--- src/icache_cfg.svh ---
`ifndef ICACHE_CFG_SVH
`define ICACHE_CFG_SVH

// ***********************************************************
// address split
// ***********************************************************

// fetch and memory address width
`define ICACHE_ADDR_W   32
// tag is addr[31:10]
`define ICACHE_TAG_W    22
// set index is addr[9:4]
`define ICACHE_INDEX_W  6
`define ICACHE_OFFSET_W 4

// ***********************************************************
// geometry
// ***********************************************************

`define ICACHE_SETS     64
`define ICACHE_WAYS     2
`define ICACHE_LINE_W   128
`define ICACHE_BEAT_W   64
// age counters saturate at 7
`define ICACHE_AGE_W    3

`endif
--- src/icache_pkg.sv ---
`include "icache_cfg.svh"

package icache_pkg;

    // ***********************************************************
    // vector types
    // ***********************************************************

    typedef logic [`ICACHE_ADDR_W-1:0]  addr_t;
    typedef logic [`ICACHE_TAG_W-1:0]   tag_t;
    typedef logic [`ICACHE_INDEX_W-1:0] index_t;
    typedef logic [`ICACHE_LINE_W-1:0]  line_t;
    typedef logic [`ICACHE_BEAT_W-1:0]  beat_t;
    typedef logic [`ICACHE_AGE_W-1:0]   age_t;
    // one-hot, bit 0 is way 0
    typedef logic [`ICACHE_WAYS-1:0]    way_mask_t;

    // ***********************************************************
    // structs
    // ***********************************************************

    typedef struct packed {
        logic valid;
        tag_t tag;
    } tag_entry_t;

    // pc[k] is the fetch address plus 4k
    typedef struct packed {
        line_t     data;
        addr_t [3:0] pc;
    } fetch_rsp_t;

    typedef enum logic [2:0] {
        IDLE,
        LOOKUP,
        HIT,
        REFILL,
        FENCE
    } ctrl_state_e;

endpackage

--- src/icache_tag_way.sv ---
`timescale 1ns/1ps
`include "icache_cfg.svh"

module icache_tag_way (
    input  logic                   clk,
    input  logic                   rst_n_i,
    input  icache_pkg::index_t     rd_index_i,
    input  logic                   wr_en_i,
    input  icache_pkg::index_t     wr_index_i,
    input  icache_pkg::tag_entry_t wr_entry_i,
    output icache_pkg::tag_entry_t rd_entry_o
);
    import icache_pkg::*;

    logic [`ICACHE_SETS-1:0] valid_q;
    tag_t                    tag_q [`ICACHE_SETS];
    logic                    rd_valid_q;
    tag_t                    rd_tag_q;

    // valid bits, cleared on reset and by a fence write
    always_ff @(posedge clk) begin
        if (!rst_n_i) begin
            valid_q    <= '0;
            rd_valid_q <= 1'b0;
        end else begin
            if (wr_en_i) begin
                valid_q[wr_index_i] <= wr_entry_i.valid;
            end
            rd_valid_q <= valid_q[rd_index_i];
        end
    end

    always_ff @(posedge clk) begin
        if (wr_en_i) begin
            tag_q[wr_index_i] <= wr_entry_i.tag;
        end
        rd_tag_q <= tag_q[rd_index_i];
    end

    assign rd_entry_o.valid = rd_valid_q;
    assign rd_entry_o.tag   = rd_tag_q;

endmodule

--- config.mk ---
export PLATFORM = sky130hd
export DESIGN_NAME = icache_tag_way
export DESIGN_NICKNAME = d
export VERILOG_FILES = /design/src/icache_pkg.sv /design/src/icache_tag_way.sv
export VERILOG_INCLUDE_DIRS = /design/src
export SDC_FILE = /design/constraint.sdc
export NUM_CORES = 1
export LEC_CHECK = 0
export ABC_AREA = 1
export ABC_CLOCK_PERIOD_IN_PS = 5100
export BUFFER_PORTS_ARGS = -buffer_cell sky130_fd_sc_hd__buf_4
export CORE_ASPECT_RATIO = 0.5
export CORE_MARGIN = 10
export CORE_UTILIZATION = 45
export DETAILED_ROUTE_END_ITERATION = 10
export PLACE_DENSITY_LB_ADDON = 0.12
export SKIP_CTS_REPAIR_TIMING = 1
export SLEW_MARGIN = 20
export SYNTH_ARGS = -nofsm -noshare
export SYNTH_HDL_FRONTEND = slang
export SYNTH_SLANG_ARGS = --single-unit
--- constraint.sdc ---
create_clock -name clk -period 5.1 [get_ports clk]
set_clock_uncertainty 0.1 [all_clocks]
set_input_delay 1.275 -clock clk [delete_from_list [all_inputs] [get_ports clk]]
set_output_delay 1.275 -clock clk [all_outputs]
set_load 0.02 [all_outputs]
==> impl_metrics.toml <==
[worst_setup_path]
crit_fanout = 152
endpoint_kind = "register"
cp_data_required_time_ps = 5710
startpoint_type = "primary input"
critPathArrivalTime_ps = 4120
crit_type = "in2reg"

[synthesis]
synth.cell_area_um2 = 60500
ys_seq_area_share_pct = 72.8
synth_cell_types = 19
syn_avg_cell_area_um2 = 11.8
synth_seq_cells = 1495
netlist_instances = 5148
syn_nets = 5186
yosysWarningCount = 0

[drt]
wl_um = 183000
drtPass1Iterations = 6
detail-route-antenna-nets = 0
viasPerCell = 5.76
wl_per_cell_um = 26.0
drc = 0
vias = 40500
initialDrtViolationCount = 5234

[grt]
grt_overflow = 0
grt_max_degree = 153
track_usage_pct = 23.6
grt_pass1_vias = 38000
antenna_found_initial = 6
grt_first_pass_wirelength_um = 266000

[timing]
whs_ps = 417
worstMarginPinSlew_ps = 1100
rsz0062_at_grt = "false"
drv_slew = 0
min_period_over_period_pct = 69.0
setup-tns-final_ps = 0
max_freq_ghz = 0.284
relSlewSlack_pct = 26.4
hold_viol = 0
setup_viol = 0
period_needed_ps = 3520
setup_slack_ps = 1580

[clock_tree]
cts_made_buffers = 141
clk_pin_slew_ps = 60
root_buffer = "clkbuf_16"
worstSkewPairLatency_ps = 770
clock_sinks = 1495
clk_path_buf_depth = 3
cts-htree-levels = 4
tritoncts = "built"

[finish]
drive_gt1_share_pct = 8.66
fin_nets = 5175
syn_to_final_growth_pct = 10.8
final_common_cell = "nand2_1"
final_cell_mix = "nand2_1, edfxtp_1, nand3_1"

[pwr]
seq_power_share_pct = 53.0
p_int_uw = 19600
p_clk_share_pct = 40.3
ir_worst_vdd_v = 0.000324
power_density_nw_per_um2 = 382
comb_power_share_pct = 6.7
switching_share_pct = 23.4
power_uw = 25600
p_leak_uw = 0.0236
power_switching_uw = 5980

[place]
hpwl_um = 97700
portBuffers = 60
gp_congestion = 0.841
place_ws_ps = 855

[floorplan]
fp-row-count = 94
die_w_um = 539
dieArea_um2 = 150000
start_util_pct = 45.7
core_area_um2 = 132000
die_h_um = 279
ios = 61

[status]
status = "finished clean"

[hold_path]
worstHoldPathType = "reg2reg"

[flow_run]
maxCapViolCount = 0
power by group through the flow:
stage | Sequential (uW) | Combinational [uW] | Clock [uW]
finish | 13600 | 1710 | 10300
global route | 13600 | 1850 | 11000
CTS | 13600 | 1700 | 10400
detailed placement | 13800 | 1700 | 0
global placement | 13800 | 1680 | 0
floorplan | 13800 | 903 | 0
metrics by stage:
step | std cells | cell area, um2 | utilization [%]
floorplan | 5148 | 60500 | -
global placement | 6770 | 62600 | 47.3
detailed placement | 6770 | 62600 | 47.3
CTS | 7030 | 67000 | 50.6
global route | 7030 | 67000 | 50.6
finish | 7032 | 67000 | 50.6
worst max-delay path, cell delays in order:
cell     delay (ps)
buf_8           200
inv_16          450
buf_4           510
buf_4           240
o21ai_0         100
o22ai_1         180
o21ai_0         140
o21ai_1         390
nand3_1         320
nand2_1         140
final timing paths:
check             slack (ps)           from           end  cells past startpoint
hold / removal           420    valid_q[23]   valid_q[23]                      2
setup reg to reg        2930  tag_q[53][19]  rd_tag_q[19]                      8
setup / recovery        1580  rd_index_i[0]  rd_tag_q[19]                     10
hold reg to reg          420    valid_q[23]   valid_q[23]                      2
synthesized netlist by cell type:
cell type	number	share of area, %
buf_4	22	0.27
inv_1	95	0.59
buf_2	106	0.88
inv_4	1	0.010
inv_2	1	0.0062
nand2_1	1425	8.8
buf_1	34	0.21
dfxtp_1	87	2.9
buf_8	3	0.074
edfxtp_1	1408	70
a21oi_1	111	0.92
nor2_1	293	1.8
nor3_1	72	0.60
o22ai_1	66	0.68
clkbuf_1	109	0.68
buf_6	75	1.4
o21ai_0	268	2.2
nand3_1	934	7.7
o21ai_1	38	0.31
flip-flops by register name, summed over array words and instances (netlist names):
register / flops
rd_tag_q: 22
tag_q: 1408
valid_q: 64
rd_valid_q: 1
cell families (layout without fill, tap and decap cells):
group | count (synthesis) | count (layout) | share of synthesized area, %
simple gates | 2724 | 2724 | 19.0
compound gates | 483 | 483 | 4.13
buf+inv | 446 | 552 | 4.11
other cells | 0 | 2 | 0
flops | 1495 | 1495 | 72.8
per-layer routing:
layer | share of wire [%] | track usage [%] | vias up
li1 | - | - | 18200
met1 | 45 | 34.7 | 20400
met4 | 2.8 | 7.38 | 4
met3 | 8.5 | 4.46 | 251
met5 | 0.014 | 0 | -
met2 | 44 | 35.3 | 1667
area by class of cell:
cell class | instances | area, um2
clock buffers | 196 | 4020
repair buffers | 195 | 1820
fillers | 11600 | 65400
multi-input cells | 3207 | 14100
clock inverters | 64 | 408
diodes | 2 | 5.00
inverters | 97 | 400
well taps | 1776 | 2220
flip-flops and latches | 1495 | 44000
(Power assumes the default switching activity.)
