`src/icache_cfg.svh`:
```
`ifndef ICACHE_CFG_SVH
`define ICACHE_CFG_SVH

// ***********************************************************
// address split
// ***********************************************************

// fetch and memory address width
`define ICACHE_ADDR_W   32
// tag is addr[31:10]
`define ICACHE_TAG_W    22
// set index is addr[9:4]
`define ICACHE_INDEX_W  6
`define ICACHE_OFFSET_W 4

// ***********************************************************
// geometry
// ***********************************************************

`define ICACHE_SETS     64
`define ICACHE_WAYS     2
`define ICACHE_LINE_W   128
`define ICACHE_BEAT_W   64
// age counters saturate at 7
`define ICACHE_AGE_W    3

`endif
```
`src/icache_pkg.sv`:
```
`include "icache_cfg.svh"

package icache_pkg;

    // ***********************************************************
    // vector types
    // ***********************************************************

    typedef logic [`ICACHE_ADDR_W-1:0]  addr_t;
    typedef logic [`ICACHE_TAG_W-1:0]   tag_t;
    typedef logic [`ICACHE_INDEX_W-1:0] index_t;
    typedef logic [`ICACHE_LINE_W-1:0]  line_t;
    typedef logic [`ICACHE_BEAT_W-1:0]  beat_t;
    typedef logic [`ICACHE_AGE_W-1:0]   age_t;
    // one-hot, bit 0 is way 0
    typedef logic [`ICACHE_WAYS-1:0]    way_mask_t;

    // ***********************************************************
    // structs
    // ***********************************************************

    typedef struct packed {
        logic valid;
        tag_t tag;
    } tag_entry_t;

    // pc[k] is the fetch address plus 4k
    typedef struct packed {
        line_t     data;
        addr_t [3:0] pc;
    } fetch_rsp_t;

    typedef enum logic [2:0] {
        IDLE,
        LOOKUP,
        HIT,
        REFILL,
        FENCE
    } ctrl_state_e;

endpackage

```
`src/icache_age_table.sv`:
```
`timescale 1ns/1ps
`include "icache_cfg.svh"

module icache_age_table (
    input  logic                  clk,
    input  logic                  rst_n_i,
    input  icache_pkg::index_t    index_i,
    input  logic                  deliver_i,
    input  icache_pkg::way_mask_t hit_way_i,
    input  logic                  fill_i,
    input  icache_pkg::way_mask_t fill_way_i,
    input  logic [1:0]            valid_i,
    output icache_pkg::way_mask_t victim_o
);
    import icache_pkg::*;

    localparam age_t AGE_MAX = '1;

    age_t age_q [`ICACHE_WAYS][`ICACHE_SETS];
    age_t age0;
    age_t age1;

    // ***********************************************************
    // age update
    // ***********************************************************

    always_ff @(posedge clk) begin
        if (!rst_n_i) begin
            for (int w = 0; w < `ICACHE_WAYS; w++) begin
                for (int s = 0; s < `ICACHE_SETS; s++) begin
                    age_q[w][s] <= '0;
                end
            end
        end else begin
            for (int w = 0; w < `ICACHE_WAYS; w++) begin
                for (int s = 0; s < `ICACHE_SETS; s++) begin
                    // every delivery ages the whole table
                    if (deliver_i) begin
                        if (hit_way_i[w] && (index_t'(s) == index_i)) begin
                            age_q[w][s] <= '0;
                        end else if (age_q[w][s] != AGE_MAX) begin
                            age_q[w][s] <= age_q[w][s] + 1'b1;
                        end
                    end
                    if (fill_i && fill_way_i[w] && (index_t'(s) == index_i)) begin
                        age_q[w][s] <= '0;
                    end
                end
            end
        end
    end

    // victim choice, invalid ways first
    assign age0 = age_q[0][index_i];
    assign age1 = age_q[1][index_i];

    always_comb begin
        if (!valid_i[0]) begin
            victim_o = 2'b01;
        end else if (!valid_i[1]) begin
            victim_o = 2'b10;
        end else if (age0 >= age1) begin
            victim_o = 2'b01;
        end else begin
            victim_o = 2'b10;
        end
    end

endmodule

```
`config.mk`:
```
export PLATFORM = sky130hd
export DESIGN_NAME = icache_age_table
export DESIGN_NICKNAME = d
export VERILOG_FILES = /design/src/icache_pkg.sv /design/src/icache_age_table.sv
export VERILOG_INCLUDE_DIRS = /design/src
export SDC_FILE = /design/constraint.sdc
export NUM_CORES = 1
export LEC_CHECK = 0
export BUFFER_PORTS_ARGS = -buffer_cell sky130_fd_sc_hd__buf_2
export CORE_MARGIN = 2
export CORE_UTILIZATION = 26
export CTS_BUF_LIST = sky130_fd_sc_hd__clkbuf_4
export CTS_CLUSTER_SIZE = 28
export DETAILED_ROUTE_END_ITERATION = 16
export GPL_ROUTABILITY_DRIVEN = 0
export PLACE_DENSITY = 0.38
export SYNTH_ARGS = -nofsm -noshare
export SYNTH_HDL_FRONTEND = slang
export SYNTH_SLANG_ARGS = --single-unit
export TNS_END_PERCENT = 20
```
`constraint.sdc`:
```
create_clock -name clk -period 11.8 [get_ports clk]
set_clock_uncertainty 0.05 [all_clocks]
set_input_delay 2.36 -clock clk [delete_from_list [all_inputs] [get_ports clk]]
set_output_delay 2.36 -clock clk [all_outputs]
set_load 0.05 [all_outputs]
```
==> flow_summary.yaml <==
cts:
  cts.sinks: 384
  clkLatencyLatePin_ns: 0.92
  post_cts_resized: 0
  cts-buffers-inserted: 118
  cts_setup_buffers: 0
  tritoncts: "done"
  cts_root_buf: "clkbuf_4"
  cts-htree-levels: 3
  clockBufferDepth: 3
  clk_pin_slew_ns: 0.06
  holdBufCountCts: 0
floorplan:
  die_w_um: 307
  coreArea_mm2: 0.0914
  rows: 111
  die_h_um: 307
  die_area_mm2: 0.0945
  io_pins: 18
  start_util_pct: 26.2
global_routing:
  antenna_found_initial: 7
  grt_max_degree: 78
  grt_use_total_pct: 16.7
  grt.overflow.total: 0
  grt_pass1_vias: 17568
  grt_pass1_wl_um: 117000
synth:
  synthAdderAreaFrac_pct: 13.5
  synth_compound_area_share_pct: 13.0
  synth_xor_xnor_area_share_pct: 0
  yosys-top-cells-area: "edfxtp_1 48%, ha_1 14%, mux4_2 8.3%"
  yosys.area.top_type: "edfxtp_1"
  netlist_instances: 1855
  avgSynthCellArea_um2: 12.9
  ys_types: 41
  synthesis.area_mm2: 0.0239
  synth-seq-cells: 384
  synth_top_family_by_area: "simple AND/OR/NAND/NOR gates"
  yosysWarnings: 0
  yosysSeqAreaShare_pct: 48.0
  synth-simple-area-share_pct: 13.6
  synth_top_area_share_pct: 47.8
  syn_nets: 2130
  synthMuxAreaShare_pct: 9.16
critical_path:
  critPathLaunchType: "input port"
  critPathKind: "in2out"
  r2r_setup_slack_ns: 9.92
  timing.critical_path.fanout_max: 62
  worst_ep_required_time_ns: 9.39
  crit_path_end: "victim_o[0]"
  worst-endpoint-arrival_ns: 6.48
  cp-startpoint: "index_i[0]"
  worst-r2r-cell-count: 4
  r2r-start: "age_q[1][183]"
  cp-end-kind: "primary output"
  rr_endpoint: "age_q[1][185]"
timing:
  fin_ws_ns: 2.91
  relSlewSlack_pct: 32.1
  hold_viol_final: 0
  slew_violations: 0
  setup_tns_ns: 0
  tightest_slew_ns: 1.02
  fmax_ghz: 0.112
  min_period_over_period_pct: 75.4
  finalCriticalPeriod_ns: 8.89
  setup_viol: 0
  fin_hold_ws_ns: 0.541
  rsz0062_at_grt: "false"
power:
  p_per_area_mw_per_mm2: 130
  ir_worst_vdd_v: 0.0000607
  p_leak_uw: 0.0102
cells_and_area:
  largest_register: "age_q"
  layout_commonest_cell: "edfxtp_1"
  mostFrequentLayoutCells: "381 x edfxtp_1, 259 x ha_1, 257 x and2_1"
  largest_reg_flops: 384
  nets: 2150
  layout-drive-gt1-share_pct: 16.2
  areaGrowthSynthToFinish_pct: 11.0
  layout_top_registers: "age_q: 384 flops"
place:
  portBuffers: 17
  place_ws_ns: 2.89
  dp_hpwl_um: 51600
routing:
  route.vias.total: 16735
  first_pass_iters: 5
  drt_wl_total_um: 78400
  first_iter_violations: 1167
  antenna_left: 0
  route.detailed.drc: 0
  wl_per_cell_um: 24.9
  via_per_inst: 5.32
run_status:
  status: "complete, no violations"
flow_run:
  drv_cap: 0
worst_hold_path:
  hold_path_class: "reg2reg"
[metrics by stage]
stage | area (um2) | utilization (%) | power, uW | std cells
final | 26600 | 29.1 | 3460 | 3146
after global routing | 26600 | 29.1 | 3650 | 3146
after CTS | 26600 | 29.1 | 3520 | 3142
after detailed placement | 25200 | 27.6 | 2230 | 2941
after global placement | 25200 | 27.6 | 2220 | 2941
after floorplan | 23900 | - | 2030 | 1855
[worst min path at each step]
stage	from	endpoint	slack, ns	cells after the start
2_1_floorplan	age_q[0][189]	age_q[0][189]	0.48	2
3_3_place_gp	age_q[0][12]	age_q[0][12]	0.53	1
3_5_place_dp	age_q[1][87]	age_q[1][87]	0.53	1
4_1_cts	age_q[0][27]	age_q[0][27]	0.54	1
5_1_grt	age_q[1][63]	age_q[1][63]	0.56	1
6_report	age_q[1][18]	age_q[1][18]	0.54	1
[worst max-delay path, cell delays in order]
cell     delay, ns
buf_6         0.48
buf_12        0.49
mux4_2        0.58
a22oi_1       0.26
a21oi_1       0.22
or4_1         0.54
ha_1          0.30
a21o_1        0.11
a21oi_1       0.08
o21ai_0       0.54
buf_2         0.39
[power by group]
part	switching [uW]	leakage, uW	total [uW]	internal [uW]
Sequential	96.9	0.00422	1740	1640
Clock	638	0.000821	1260	623
Combinational	276	0.00520	459	183
Total	1010	0.0102	3460	2440
[routing by layer]
layer / vias to the layer above / global-route usage (%) / routed length (um) / share of wire [%]
li1: 7522 / - / - / -
met4: 0 / 6.15 / 2470 / 3.1
met2: 597 / 26.1 / 35100 / 45
met1: 8463 / 22.5 / 35400 / 45
met3: 153 / 3.99 / 5370 / 6.9
met5: - / 0 / 0 / 0
[cells in the mapped netlist]
master	number
edfxtp_1	381
ha_1	259
and2_1	258
nor2b_1	132
a211oi_1	127
o221ai_1	126
clkbuf_1	102
mux4_2	88
nand2_1	61
a21boi_1	57
nor3_1	55
a22oi_1	48
a21oi_1	25
nor2_1	24
buf_1	17
buf_2	15
nand3_1	11
a21boi_0	8
mux4_1	8
nand2b_1	8
buf_6	7
inv_1	6
nor4_1	4
or4_1	4
dfxtp_1	3
or2_1	3
buf_4	2
o21a_1	2
o32ai_1	2
a21o_1	1
a311o_1	1
a311oi_1	1
a31o_2	1
nand2_2	1
nand4_1	1
nor2_2	1
nor3_2	1
nor3b_1	1
o211ai_1	1
o21ai_0	1
o31ai_1	1
[layout make-up]
type | count | area (um2)
Inverter | 6 | 25.0
Timing Repair Buffer | 43 | 317
Sequential cell | 384 | 11500
Clock buffer | 161 | 1210
Fill cell | 9345 | 64800
Clock inverter | 40 | 160
Multi-Input combinational cell | 1322 | 11900
Tap cell | 1186 | 1480
Antenna cell | 4 | 10.0
[logic make-up after synthesis]
logic type / Yosys count
flops: 384
fa+ha+maj: 259
simple gates: 565
compound gates: 402
buf+inv: 149
mux: 96
Note: power is estimated with default switching activity, not from simulation.
