<file path="config.mk">
export PLATFORM = sky130hd
export DESIGN_NAME = icache_ctrl
export DESIGN_NICKNAME = d
export VERILOG_FILES = /design/src/icache_pkg.sv /design/src/icache_ctrl.sv
export VERILOG_INCLUDE_DIRS = /design/src
export SDC_FILE = /design/constraint.sdc
export NUM_CORES = 1
export LEC_CHECK = 0
export BUFFER_PORTS_ARGS = -buffer_cell sky130_fd_sc_hd__clkbuf_2
export CORE_AREA = 5 5 244 246
export DETAILED_ROUTE_END_ITERATION = 7
export DIE_AREA = 0 0 249 251
export HOLD_SLACK_MARGIN = 0.03
export SETUP_SLACK_MARGIN = 0.1
export SLEW_MARGIN = 5
export SYNTH_ARGS = -nofsm -noshare
export SYNTH_HDL_FRONTEND = slang
export SYNTH_SLANG_ARGS = --single-unit
</file>
<file path="constraint.sdc">
create_clock -name clk -period 3.08 [get_ports clk]
set_clock_uncertainty 0.15 [all_clocks]
set_input_delay 0.154 -clock clk [delete_from_list [all_inputs] [get_ports clk]]
set_output_delay 0.154 -clock clk [all_outputs]
set_load 0.02 [all_outputs]
</file>
<file path="src/icache_cfg.svh">
`ifndef ICACHE_CFG_SVH
`define ICACHE_CFG_SVH

// ***********************************************************
// address split
// ***********************************************************

// fetch and memory address width
`define ICACHE_ADDR_W   32
// tag is addr[31:10]
`define ICACHE_TAG_W    22
// set index is addr[9:4]
`define ICACHE_INDEX_W  6
`define ICACHE_OFFSET_W 4

// ***********************************************************
// geometry
// ***********************************************************

`define ICACHE_SETS     64
`define ICACHE_WAYS     2
`define ICACHE_LINE_W   128
`define ICACHE_BEAT_W   64
// age counters saturate at 7
`define ICACHE_AGE_W    3

`endif
</file>
<file path="src/icache_pkg.sv">
`include "icache_cfg.svh"

package icache_pkg;

    // ***********************************************************
    // vector types
    // ***********************************************************

    typedef logic [`ICACHE_ADDR_W-1:0]  addr_t;
    typedef logic [`ICACHE_TAG_W-1:0]   tag_t;
    typedef logic [`ICACHE_INDEX_W-1:0] index_t;
    typedef logic [`ICACHE_LINE_W-1:0]  line_t;
    typedef logic [`ICACHE_BEAT_W-1:0]  beat_t;
    typedef logic [`ICACHE_AGE_W-1:0]   age_t;
    // one-hot, bit 0 is way 0
    typedef logic [`ICACHE_WAYS-1:0]    way_mask_t;

    // ***********************************************************
    // structs
    // ***********************************************************

    typedef struct packed {
        logic valid;
        tag_t tag;
    } tag_entry_t;

    // pc[k] is the fetch address plus 4k
    typedef struct packed {
        line_t     data;
        addr_t [3:0] pc;
    } fetch_rsp_t;

    typedef enum logic [2:0] {
        IDLE,
        LOOKUP,
        HIT,
        REFILL,
        FENCE
    } ctrl_state_e;

endpackage

</file>
<file path="src/icache_ctrl.sv">
`timescale 1ns/1ps
`include "icache_cfg.svh"

module icache_ctrl (
    input  logic                   clk,
    input  logic                   rst_n_i,
    input  logic                   fetch_req_i,
    input  icache_pkg::addr_t      fetch_addr_i,
    input  logic                   issue_ready_i,
    input  logic                   fence_i,
    input  icache_pkg::tag_entry_t way0_entry_i,
    input  icache_pkg::tag_entry_t way1_entry_i,
    input  icache_pkg::line_t      way0_line_i,
    input  icache_pkg::line_t      way1_line_i,
    input  icache_pkg::way_mask_t  victim_i,
    input  logic                   refill_done_i,
    output icache_pkg::index_t     rd_index_o,
    output icache_pkg::way_mask_t  wr_mask_o,
    output icache_pkg::index_t     wr_index_o,
    output icache_pkg::tag_entry_t wr_entry_o,
    output logic                   refill_start_o,
    output logic                   deliver_o,
    output icache_pkg::way_mask_t  hit_way_o,
    output logic                   fill_o,
    output logic                   fetch_valid_o,
    output icache_pkg::fetch_rsp_t fetch_rsp_o
);
    import icache_pkg::*;

    ctrl_state_e state_q;
    ctrl_state_e state_d;
    logic        wait_q;
    index_t      sweep_q;
    tag_t        addr_tag;
    index_t      addr_index;
    logic        hit0;
    logic        hit1;
    logic        any_hit;
    logic        compare;

    assign addr_tag   = fetch_addr_i[`ICACHE_ADDR_W-1 -: `ICACHE_TAG_W];
    assign addr_index = fetch_addr_i[`ICACHE_OFFSET_W +: `ICACHE_INDEX_W];

    // way 0 wins if both ever match
    assign hit0      = way0_entry_i.valid && (way0_entry_i.tag == addr_tag);
    assign hit1      = way1_entry_i.valid && (way1_entry_i.tag == addr_tag);
    assign hit_way_o = {hit1 && !hit0, hit0};
    assign any_hit   = hit0 || hit1;
    assign compare   = (state_q == LOOKUP) && wait_q;

    // ***********************************************************
    // lookup FSM
    // ***********************************************************

    always_comb begin
        state_d = state_q;
        case (state_q)
            IDLE: begin
                if (fence_i) begin
                    state_d = FENCE;
                end else if (fetch_req_i) begin
                    state_d = LOOKUP;
                end
            end
            LOOKUP: begin
                if (wait_q) begin
                    state_d = any_hit ? HIT : REFILL;
                end
            end
            HIT: begin
                if (issue_ready_i) begin
                    state_d = IDLE;
                end
            end
            REFILL: begin
                if (refill_done_i) begin
                    state_d = LOOKUP;
                end
            end
            FENCE: begin
                if (sweep_q == '1) begin
                    state_d = IDLE;
                end
            end
            default: state_d = IDLE;
        endcase
    end

    always_ff @(posedge clk) begin
        if (!rst_n_i) begin
            state_q <= IDLE;
            wait_q  <= 1'b0;
            sweep_q <= '0;
        end else begin
            state_q <= state_d;
            // first LOOKUP cycle only waits for the read
            wait_q  <= (state_q == LOOKUP) && !wait_q;
            sweep_q <= (state_q == FENCE) ? sweep_q + 1'b1 : '0;
        end
    end

    // ***********************************************************
    // array access and outputs
    // ***********************************************************

    assign rd_index_o = (state_q == FENCE) ? sweep_q : addr_index;
    assign wr_index_o = (state_q == FENCE) ? sweep_q : addr_index;

    assign refill_start_o = compare && !any_hit;
    assign fill_o         = (state_q == REFILL) && refill_done_i;

    always_comb begin
        if (state_q == FENCE) begin
            wr_mask_o        = 2'b11;
            wr_entry_o.valid = 1'b0;
            wr_entry_o.tag   = '0;
        end else begin
            wr_mask_o        = fill_o ? victim_i : 2'b00;
            wr_entry_o.valid = 1'b1;
            wr_entry_o.tag   = addr_tag;
        end
    end

    assign deliver_o     = (state_q == HIT) && issue_ready_i;
    assign fetch_valid_o = deliver_o;

    always_comb begin
        fetch_rsp_o.data = hit_way_o[1] ? way1_line_i : way0_line_i;
        for (int k = 0; k < 4; k++) begin
            fetch_rsp_o.pc[k] = fetch_addr_i + addr_t'(4 * k);
        end
    end

endmodule

</file>
==> results of run 1 <==
## registers in the layout, indices dropped and copies added (netlist names)
register and count:
wait_q 1, state_q 3, sweep_q 6
## path summary, 6_finish.rpt
path	from	endpoint	slack, ns	cells after the start
max	way1_entry_i[21]	fetch_rsp_o[221]	0.17	11
min	fence_i	state_q[2]$_SDFFE_PN0P_	0.06	3
max reg2reg	state_q[0]$_SDFFE_PN0P_	state_q[0]$_SDFFE_PN0P_	1.04	7
min reg2reg	wait_q$_SDFF_PN0_	wait_q$_SDFF_PN0_	0.32	1
## per-stage QoR
| step | TNS, ns | hold WS, ns |
|---|---|---|
| final | 0 | 0.0597 |
| after CTS | 0 | 0.0575 |
| after floorplan | 0 | 0.125 |
| after detailed placement | -34.36 | 0.158 |
| after global placement | -38.12 | 0.158 |
| after global routing | 0 | 0.0955 |
## timing repair
| item | in CTS | in global routing |
|---|---|---|
| cloned | 4 | 11 |
| pin swaps | 2 | 2 |
| setup buffers | 2 | 0 |
| resized for setup | 27 | 148 |
| setup endpoints to repair | 128 | 128 |
## layout by cell type, fill, tap and decap left out, drive strengths merged, types with 2 or more instances in the layout
cell	count
clkbuf	585
mux2	128
buf	115
nand2	73
xnor2	69
xor2	62
nor2	44
nand3	25
and2	21
nand4	15
nor4	15
diode	11
nor3	11
and3	10
dfxtp	10
inv	8
ha	5
or3b	5
nand2b	4
and4	3
or3	2
a21oi	2
and4b	2
## metal layers
layer,part of all wire,GRT usage
met1,0.40,0.189
met2,0.47,0.271
met3,0.081,0.0417
met4,0.043,0.0427
met5,0.00077,0
## cells by family after synthesis
logic type,count (synthesis)
multiplexers,129
AND/OR/NAND/NOR,236
flip-flops,10
AO/OA/AOI/OAI,7
adder cells (fa/ha/maj),5
XOR/XNOR,131
buffers and inverters,109
## area by class of cell
class,count,share of cell area
Multi-Input combinational cell,508,0.451
Timing Repair Buffer,696,0.419
Sequential cell,10,0.0200
Antenna cell,11,0.00276
Tap cell,765,0.0958
Inverter,8,0.00301
Clock buffer,4,0.00890
## power groups by stage
stage	Sequential (mW)	Clock (mW)	Combinational [mW]
6_report	0.177	0.256	1.58
5_1_grt	0.182	0.275	1.69
4_1_cts	0.177	0.259	1.56
3_5_place_dp	0.179	0	1.54
3_3_place_gp	0.179	0	1.53
2_1_floorplan	0.158	0	0.895
## critical path: cells and delay by family
kind                   cells  cell delay, ns
buffers and inverters      5            0.84
AND/OR/NAND/NOR            3            0.97
XOR/XNOR                   1            0.19
AO/OA/AOI/OAI              1            0.09
multiplexers               1            0.33
==> reports/results.ini, run 1 <==
[synthesis]
synth_xor_area_frac=0.214
synth_compound_area_frac=0.0100
synth_warnings=0
synth.top_cells.by_area=mux2_4 (34%), xnor2_1 (11%), xor2_1 (10%)
synthFlopType=dfxtp_1
synth_cells=627
yosys.area.top_type=mux2_4
synth_most_common_cell=mux2_4
synth_area_sq_um=5360
ys_seq_area_frac=0.0373
synthMuxAreaShare=0.357
synth_edf_count=0
synthSimpleGateAreaFrac=0.221
yosysTopAreaCellShare=0.336
ys_seq_elements=10
async_flop_share=0
mappedNetlistNets=974
synth_top_family_by_area=multiplexers
synthAdderAreaFrac=0.0117
synth_commonest_cells=mux2_4 (120), nand2_1 (73), xnor2_1 (69)
synth_cell_types=41
synth_area_per_cell_sq_um=8.55

[sta]
fin_crit_sh=0.944
worst_pin_slew_ns=0.713
final.min_clock_period_ns=2.91
finalSetupViolCount=0
finalMaxSlewViolations=0
fmax_mhz=344
max_slew_margin=0.523
rsz0062_at_grt=true
final_hold_viol_count=0
layout_setup_ws_ns=0.173

[power_and_ir_drop]
internal-power_mw=0.992
p_sw_mw=1.02
p_leak_nw=5.45
irDropWorstVdd_uv=147
switching_share=0.506
power.density_nw_per_um2=201
p_clk_frac=0.128
pwr-share-seq=0.088
p_comb_frac=0.784
total_power_mw=2.01

[routing]
vias=7282
drtIter0Drc=367
wl_per_cell_um=26.7
antenna_left=0
drt_first_pass_iters=6
viasPerCell=3.64
finalWirelength_um=53500
drc=0

[global_routing]
grt_max_degree=31
track_usage=0.155
gr-total-overflow=0
antenna_found_initial=51
grt_pass1_wl_um=67400
grt_pass1_vias=7426

[setup_path]
cp-end-kind=output port
cp-start-kind=input pin
cp_slowest_stage_delay_ns=0.51
required_ns=2.78
slowest_stage=or4_4
arrival_ns=2.60
path_class=in2out
path_cells=buf_2, xor2_2, or4_4, nand4bb_4, nor4_4, buf_4, o41ai_4, buf_12, buf_16, mux2_4, clkbuf_4
critPathMaxFanout=10

[place]
dpl_cell_area_sq_um=9140
post-place-ws_ns=-0.361
finalWeightedCongestion=0.985
dpl.hpwl_um=48100
port_buffers=630
placed_cells=1971

[layout]
utilization=0.175
drive_gt1_frac=0.689
seq_area_sq_um=200
layout.nets=1574
multi_input_area_sq_um=4500
fill_cells=6539
syn_to_final_growth_pct=86.3
final_area_sq_um=9990
final_cells=2002

[cts]
htree_levels=1
clock-sinks=10
cts.reportedPaths.clkPinSlew_ns=0.04
cts_hold_buf=0
insertion_delay_ns=0.24
cts_buffers=3
cts-root-buf=clkbuf_16
cts_tree=done
clockBufferDepth=2

[die]
core_sq_um=57100
num_io_pins=641
die_w_um=249
initial_core_util=0.0938
die_y_um=251
die-area_sq_um=62500
fp-row-count=88

[worst_hold_path]
hold_class=in2reg

[flow_run]
drv_cap=0

[outcome]
status=completed

No activity file was read; power rests on OpenSTA's default activity.
==> run 2, diff against run 1 <==
Clock period 3.08 ns to 3.7 ns, I/O delays scaled along.
==> run 2 against run 1 <==
Utilization shrank 1.6 points; via count shrank 3.9%; global-route usage shrank 0.44 points.
==> reports/results.ini, run 2 (same netlist as run 1, synthesis figures left out) <==
[outcome]
status=completed

[cts]
insertion_delay_ns=0.23  ; about the same
clockBufferDepth=2  ; unchanged
cts.reportedPaths.clkPinSlew_ns=0.04  ; about the same
post_cts_buffers=0  ; -2
cts_tree=done
cts_buffers=3  ; unchanged
cts-root-buf=clkbuf_16
clock-sinks=10  ; unchanged
htree_levels=1  ; unchanged

[setup_path]
path_class=in2out
cp_common_cell=clkbuf_2
cp-start-kind=input pin
arrival_ns=2.98  ; +0.38 ns
critPathMaxFanout=83  ; +73
path_cells=clkbuf_2, xor2_1, or4_1, nand4bb_1, nor4_2, buf_4, o41ai_4, buf_12, mux2_4, clkbuf_2
cpLargestDelayFamily=simple AND/OR/NAND/NOR gates
worst-path-stages=10  ; -1
required_ns=3.37  ; +0.59 ns
path_buf_inv=4  ; -1
cp-end-kind=output port
reg2reg_depth=6  ; -1
slowest_stage=or4_1
cp_slowest_stage_delay_ns=0.51  ; about the same

[routing]
wl_per_cell_um=25.9  ; -2.9%
viasPerCell=3.56  ; -2.2%
drt_first_pass_iters=5  ; -1
vias=6999  ; -3.9%
antenna_left=0  ; unchanged
drtIter0Drc=265  ; -28%
finalWirelength_um=51000  ; -4.6%
drc=0  ; unchanged

[sta]
finalMaxSlewViolations=0  ; unchanged
finalSetupViolCount=0  ; unchanged
fmax_mhz=301
final_hold_viol_count=0  ; unchanged
worst_pin_slew_ns=0.689  ; -0.0238 ns
tns_ns=0  ; unchanged
rsz0062_at_grt=false
layout_setup_ws_ns=0.381  ; +0.207 ns
max_slew_margin=0.540  ; +0.0170
final.min_clock_period_ns=3.32
holdWs_ns=0.0951  ; +0.0355 ns
fin_crit_sh=0.897

[layout]
largest_reg_flops=6  ; unchanged
syn_to_final_growth_pct=69.3
multi_input_area_sq_um=4380  ; -2.6%
layout.nets=1539  ; -2.2%
utilization=0.159  ; -0.0159
largest_register=sweep_q
fill_cells=6569  ; +0.46%
seq_area_sq_um=200  ; unchanged
final_cell_mix=clkbuf_2 (630), mux2_4 (120), nand2_1 (73)
reg_top3=sweep_q (6), state_q (3), wait_q (1)
final_common_cell=clkbuf_2
final_area_sq_um=9080  ; -9.1%
final_cells=1967  ; -1.7%
drive_gt1_frac=0.667  ; -0.0220

[global_routing]
antenna_found_initial=49  ; -3.9%
grt_pass1_vias=7167  ; -3.5%
grt_max_degree=84  ; +170%
track_usage=0.151  ; -0.00437
grt_pass1_wl_um=65400  ; -2.9%
gr-total-overflow=0  ; unchanged

[place]
dpl_cell_area_sq_um=8970  ; -1.8%
dpl.hpwl_um=47900  ; -0.27%
placed_cells=1952  ; -0.96%
post-place-ws_ns=0.214  ; +0.575 ns
finalWeightedCongestion=1.04  ; +5.6%
port_buffers=630  ; unchanged

[power_and_ir_drop]
total_power_mw=1.58  ; -21%
irDropWorstVdd_uv=215  ; +47%
power.density_nw_per_um2=174  ; -13%
p_leak_nw=4.99  ; -8.4%

[worst_hold_path]
min_path_cells=3  ; unchanged
hold_class=in2reg

[flow_run]
drv_cap=0  ; unchanged

[die]
fp-row-count=88  ; unchanged
initial_core_util=0.0938  ; unchanged
die_y_um=251  ; unchanged
core_sq_um=57100  ; unchanged
die-area_sq_um=62500  ; unchanged
num_io_pins=641  ; unchanged
die_w_um=249  ; unchanged

## run 2: cell types whose count changed in the layout (fill, tap and decap cells not counted), sizes merged
cell	previous run	this run
clkbuf	585	633
diode	11	12
buf	115	31
## run 2: tightest hold or removal path: stages
cell      delay, ns
clkbuf_2       0.10
nor2_1         0.09
a211oi_1       0.05
## run 2: where the power goes
group          internal [mW]  total, mW  leakage [nW]  switching [mW]
sequential             0.123      0.148        0.0814          0.0250
clock                  0.140      0.187        0.0370          0.0467
combinational          0.498       1.25          4.88           0.748
## run 2: metal layers
metal	up-vias	wire length, um	GRT usage
met5	-	116	0
met4	18	964	0.0265
met3	76	4580	0.0503
met2	458	25200	0.270
met1	3235	20200	0.179
li1	3212	-	-
## run 2: final timing paths
kind	start	end	slack, ns
max	fetch_addr_i[31]	fetch_rsp_o[135]	0.38
min	fence_i	state_q[2]$_SDFFE_PN0P_	0.1
max reg2reg	state_q[0]$_SDFFE_PN0P_	state_q[0]$_SDFFE_PN0P_	1.42
min reg2reg	wait_q$_SDFF_PN0_	wait_q$_SDFF_PN0_	0.31
## run 2: final cells by class
cell class	count	share of cell area
antenna	12	0.00331
clock buffer	3	0.00827
inverter	8	0.00331
multi-input combinational	508	0.483
sequential	10	0.0221
tap	765	0.105
timing repair buffer	661	0.375
## run 2: what timing repair did
action                                  CTS  global route
hold buffers                              0             0
endpoints found under the setup margin    0            13
resized for setup                         0             1
==> run 3, diff against run 2 <==
--- a/config.mk
+++ b/config.mk
@@ -8,7 +8,7 @@
 export LEC_CHECK = 0
 export BUFFER_PORTS_ARGS = -buffer_cell sky130_fd_sc_hd__clkbuf_2
-export CORE_AREA = 5 5 244 246
+export CORE_AREA = 2 2 248 250
 export DETAILED_ROUTE_END_ITERATION = 7
-export DIE_AREA = 0 0 249 251
+export DIE_AREA = 0 0 250 252
 export HOLD_SLACK_MARGIN = 0.03
 export SETUP_SLACK_MARGIN = 0.1
--- a/constraint.sdc
+++ b/constraint.sdc
@@ -3,3 +3,3 @@
 set_input_delay 0.185 -clock clk [delete_from_list [all_inputs] [get_ports clk]]
 set_output_delay 0.185 -clock clk [all_outputs]
-set_load 0.02 [all_outputs]
+set_load 0.005 [all_outputs]
==> run 3 against run 2 <==
Critical path depth up 1; sequential share of layout area about the same; wire length down 1.7%; power shrank 15%; count of clock-buffer cells in the layout increased by 1; final area increased by 0.68%; first-iteration DRC count increased by 48%; register-to-register slack worse by 0.25 ns; maximum frequency shrank 1.1%; combinational power decreased by 21%; critical path type unchanged; critical endpoint is now fetch_rsp_o[130]; largest power group unchanged.
==> reports/results.ini, run 3 (same netlist as run 1, synthesis figures left out) <==
[power_and_ir_drop]
p_leak_nw=5.02  ; +0.52%
pwr-share-seq=0.109  ; +0.016
p_sw_mw=0.575  ; -30%
p_clk_frac=0.156  ; +0.038
power.density_nw_per_um2=148  ; -15%
total_power_mw=1.35  ; -15%
p_comb_frac=0.735  ; -0.054
switching_share=0.426  ; -0.0931
irDropWorstVdd_uv=161  ; -25%
internal-power_mw=0.776  ; +2.0%

[die]
die_y_um=252  ; +0.40%
die_w_um=250  ; +0.40%
core_sq_um=60100  ; +5.2%
die-area_sq_um=63000  ; +0.80%
initial_core_util=0.0892  ; -0.00466
num_io_pins=641  ; unchanged
fp-row-count=90  ; +2.3%

[setup_path]
cpLargestDelayFamily=simple AND/OR/NAND/NOR gates
arrival_ns=3.02  ; +0.04 ns
ff2ff_setup_slack_ns=1.17  ; -0.25 ns
cp-start-kind=input pin
timing.rr.start=state_q[0]$_SDFFE_PN0P_
required_ns=3.37  ; about the same
slowest_stage=or4_1
cp_slowest_stage_delay_ns=0.49  ; -0.02 ns
cp-end-kind=output port
path_cells=clkbuf_2, xor2_1, or4_1, nand4bb_1, nor4_2, buf_4, o41ai_4, buf_12, buf_4, mux2_1, clkbuf_2
reg2reg_depth=6  ; unchanged
path_class=in2out
path_buf_inv=5  ; +1
critPathMaxFanout=28  ; -66%
r2r_end=state_q[0]$_SDFFE_PN0P_

[layout]
drive_gt1_frac=0.669  ; +0.00140
fill_cells=7023  ; +6.9%
final_cell_mix=clkbuf_2 (630), mux2_4 (120), nand2_1 (73)
reg_top3=sweep_q (6), state_q (3), wait_q (1)
multi_input_area_sq_um=4390  ; +0.17%
utilization=0.152  ; -0.00687
largest_reg_flops=6  ; unchanged
final_common_cell=clkbuf_2
final_cells=1982  ; +0.76%
syn_to_final_growth_pct=70.5
layout.nets=1540  ; +0.065%
largest_register=sweep_q
seq_area_sq_um=200  ; unchanged

[place]
dpl.hpwl_um=46700  ; -2.6%
port_buffers=630  ; unchanged
placed_cells=1970  ; +0.92%
finalWeightedCongestion=0.895  ; -14%

[routing]
drt_first_pass_iters=5  ; unchanged
drtIter0Drc=391  ; +48%
vias=7011  ; +0.17%
viasPerCell=3.54  ; -0.59%
wl_per_cell_um=25.3  ; -2.5%
finalWirelength_um=50100  ; -1.7%
antenna_left=0  ; unchanged
drc=0  ; unchanged

[sta]
final_hold_viol_count=0  ; unchanged
fmax_mhz=298  ; -1.1%
worst_pin_slew_ns=1.10  ; +0.414 ns
rsz0062_at_grt=false
max_slew_margin=0.264  ; -0.276
tns_ns=0  ; unchanged
holdWs_ns=0.0990  ; +0.00385 ns
finalMaxSlewViolations=0  ; unchanged
finalSetupViolCount=0  ; unchanged
fin_crit_sh=0.907  ; +0.00995
final.min_clock_period_ns=3.36  ; +0.0368 ns

[worst_hold_path]
hold_class=in2reg
holdPathEnd=state_q[2]$_SDFFE_PN0P_
min_from=rst_n_i
min_path_cells=3  ; unchanged

[global_routing]
track_usage=0.148  ; -0.00262
grt_pass1_vias=6562  ; -8.4%
gr-total-overflow=0  ; unchanged
grt_max_degree=38  ; -55%
grt_pass1_wl_um=61800  ; -5.6%
antenna_found_initial=53  ; +8.2%

[cts]
cts.reportedPaths.clkPinSlew_ns=0.04  ; about the same
cts_resized=0  ; unchanged
htree_levels=1  ; unchanged
cts-root-buf=clkbuf_16
insertion_delay_ns=0.23  ; about the same
clockBufferDepth=2  ; unchanged
cts_buffers=3  ; unchanged
cts_hold_buf=0  ; unchanged
post_cts_buffers=0  ; unchanged
clock-sinks=10  ; unchanged
cts_tree=done

[flow_run]
drv_cap=0  ; unchanged

[outcome]
status=completed

==> run 3: cell count changes in the layout (fill, tap and decap cells not counted), sizes merged <==
cell    change
diode       -4
clkbuf      +1
buf         +1
==> run 3: power by group through the flow <==
stage | combinational [mW] | sequential [mW] | clock [mW]
6_report | 0.993 | 0.147 | 0.211
2_1_floorplan | 0.477 | 0.132 | 0
3_3_place_gp | 1.00 | 0.149 | 0
5_1_grt | 1.07 | 0.151 | 0.224
3_5_place_dp | 1.00 | 0.148 | 0
4_1_cts | 1.01 | 0.147 | 0.216
==> run 3: final cells by class <==
class,count,share of cell area
Inverter,8,0.00329
Timing Repair Buffer,662,0.375
Sequential cell,10,0.0219
Tap cell,782,0.107
Clock buffer,4,0.00972
Antenna cell,8,0.00219
Multi-Input combinational cell,508,0.480
==> run 3: worst max-delay path by stage <==
| stage | from | endpoint | slack, ns | cells after the start |
|---|---|---|---|---|
| 3_5_place_dp | fetch_addr_i[10] | fetch_rsp_o[130] | 0.20 | 11 |
| 6_report | fetch_addr_i[27] | fetch_rsp_o[130] | 0.34 | 11 |
| 4_1_cts | fetch_addr_i[10] | fetch_rsp_o[130] | 0.19 | 11 |
| 5_1_grt | fetch_addr_i[30] | fetch_rsp_o[130] | 0.19 | 11 |
| 2_1_floorplan | fetch_addr_i[16] | fetch_rsp_o[135] | 1.10 | 8 |
| 3_3_place_gp | fetch_addr_i[10] | fetch_rsp_o[132] | 0.22 | 11 |
==> run 3: worst reg2reg max path, delay by kind of cell, from the launching register on <==
kind | cells | cell delay [ns]
AND/OR/NAND/NOR | 3 | 0.73
buffers and inverters | 1 | 0.64
AO/OA/AOI/OAI | 2 | 0.55
flip-flops | 1 | 0.38
==> run 3: through the flow <==
stage / setup slack, ns / instance area (sq um)
after CTS: 0.185 / 9110
after global routing: 0.188 / 9130
final: 0.344 / 9140
after global placement: 0.219 / 9020
after floorplan: 1.10 / 5360
after detailed placement: 0.197 / 9020
==> run 3: metal layers <==
layer / vias to the layer above / routed length (um) / share of wire / GRT usage
met3: 116 / 5260 / 0.10 / 0.0601
met2: 524 / 25200 / 0.50 / 0.278
met4: 32 / 2110 / 0.042 / 0.0424
met1: 3139 / 17300 / 0.35 / 0.151
li1: 3200 / - / - / -
met5: - / 208 / 0.0041 / 0
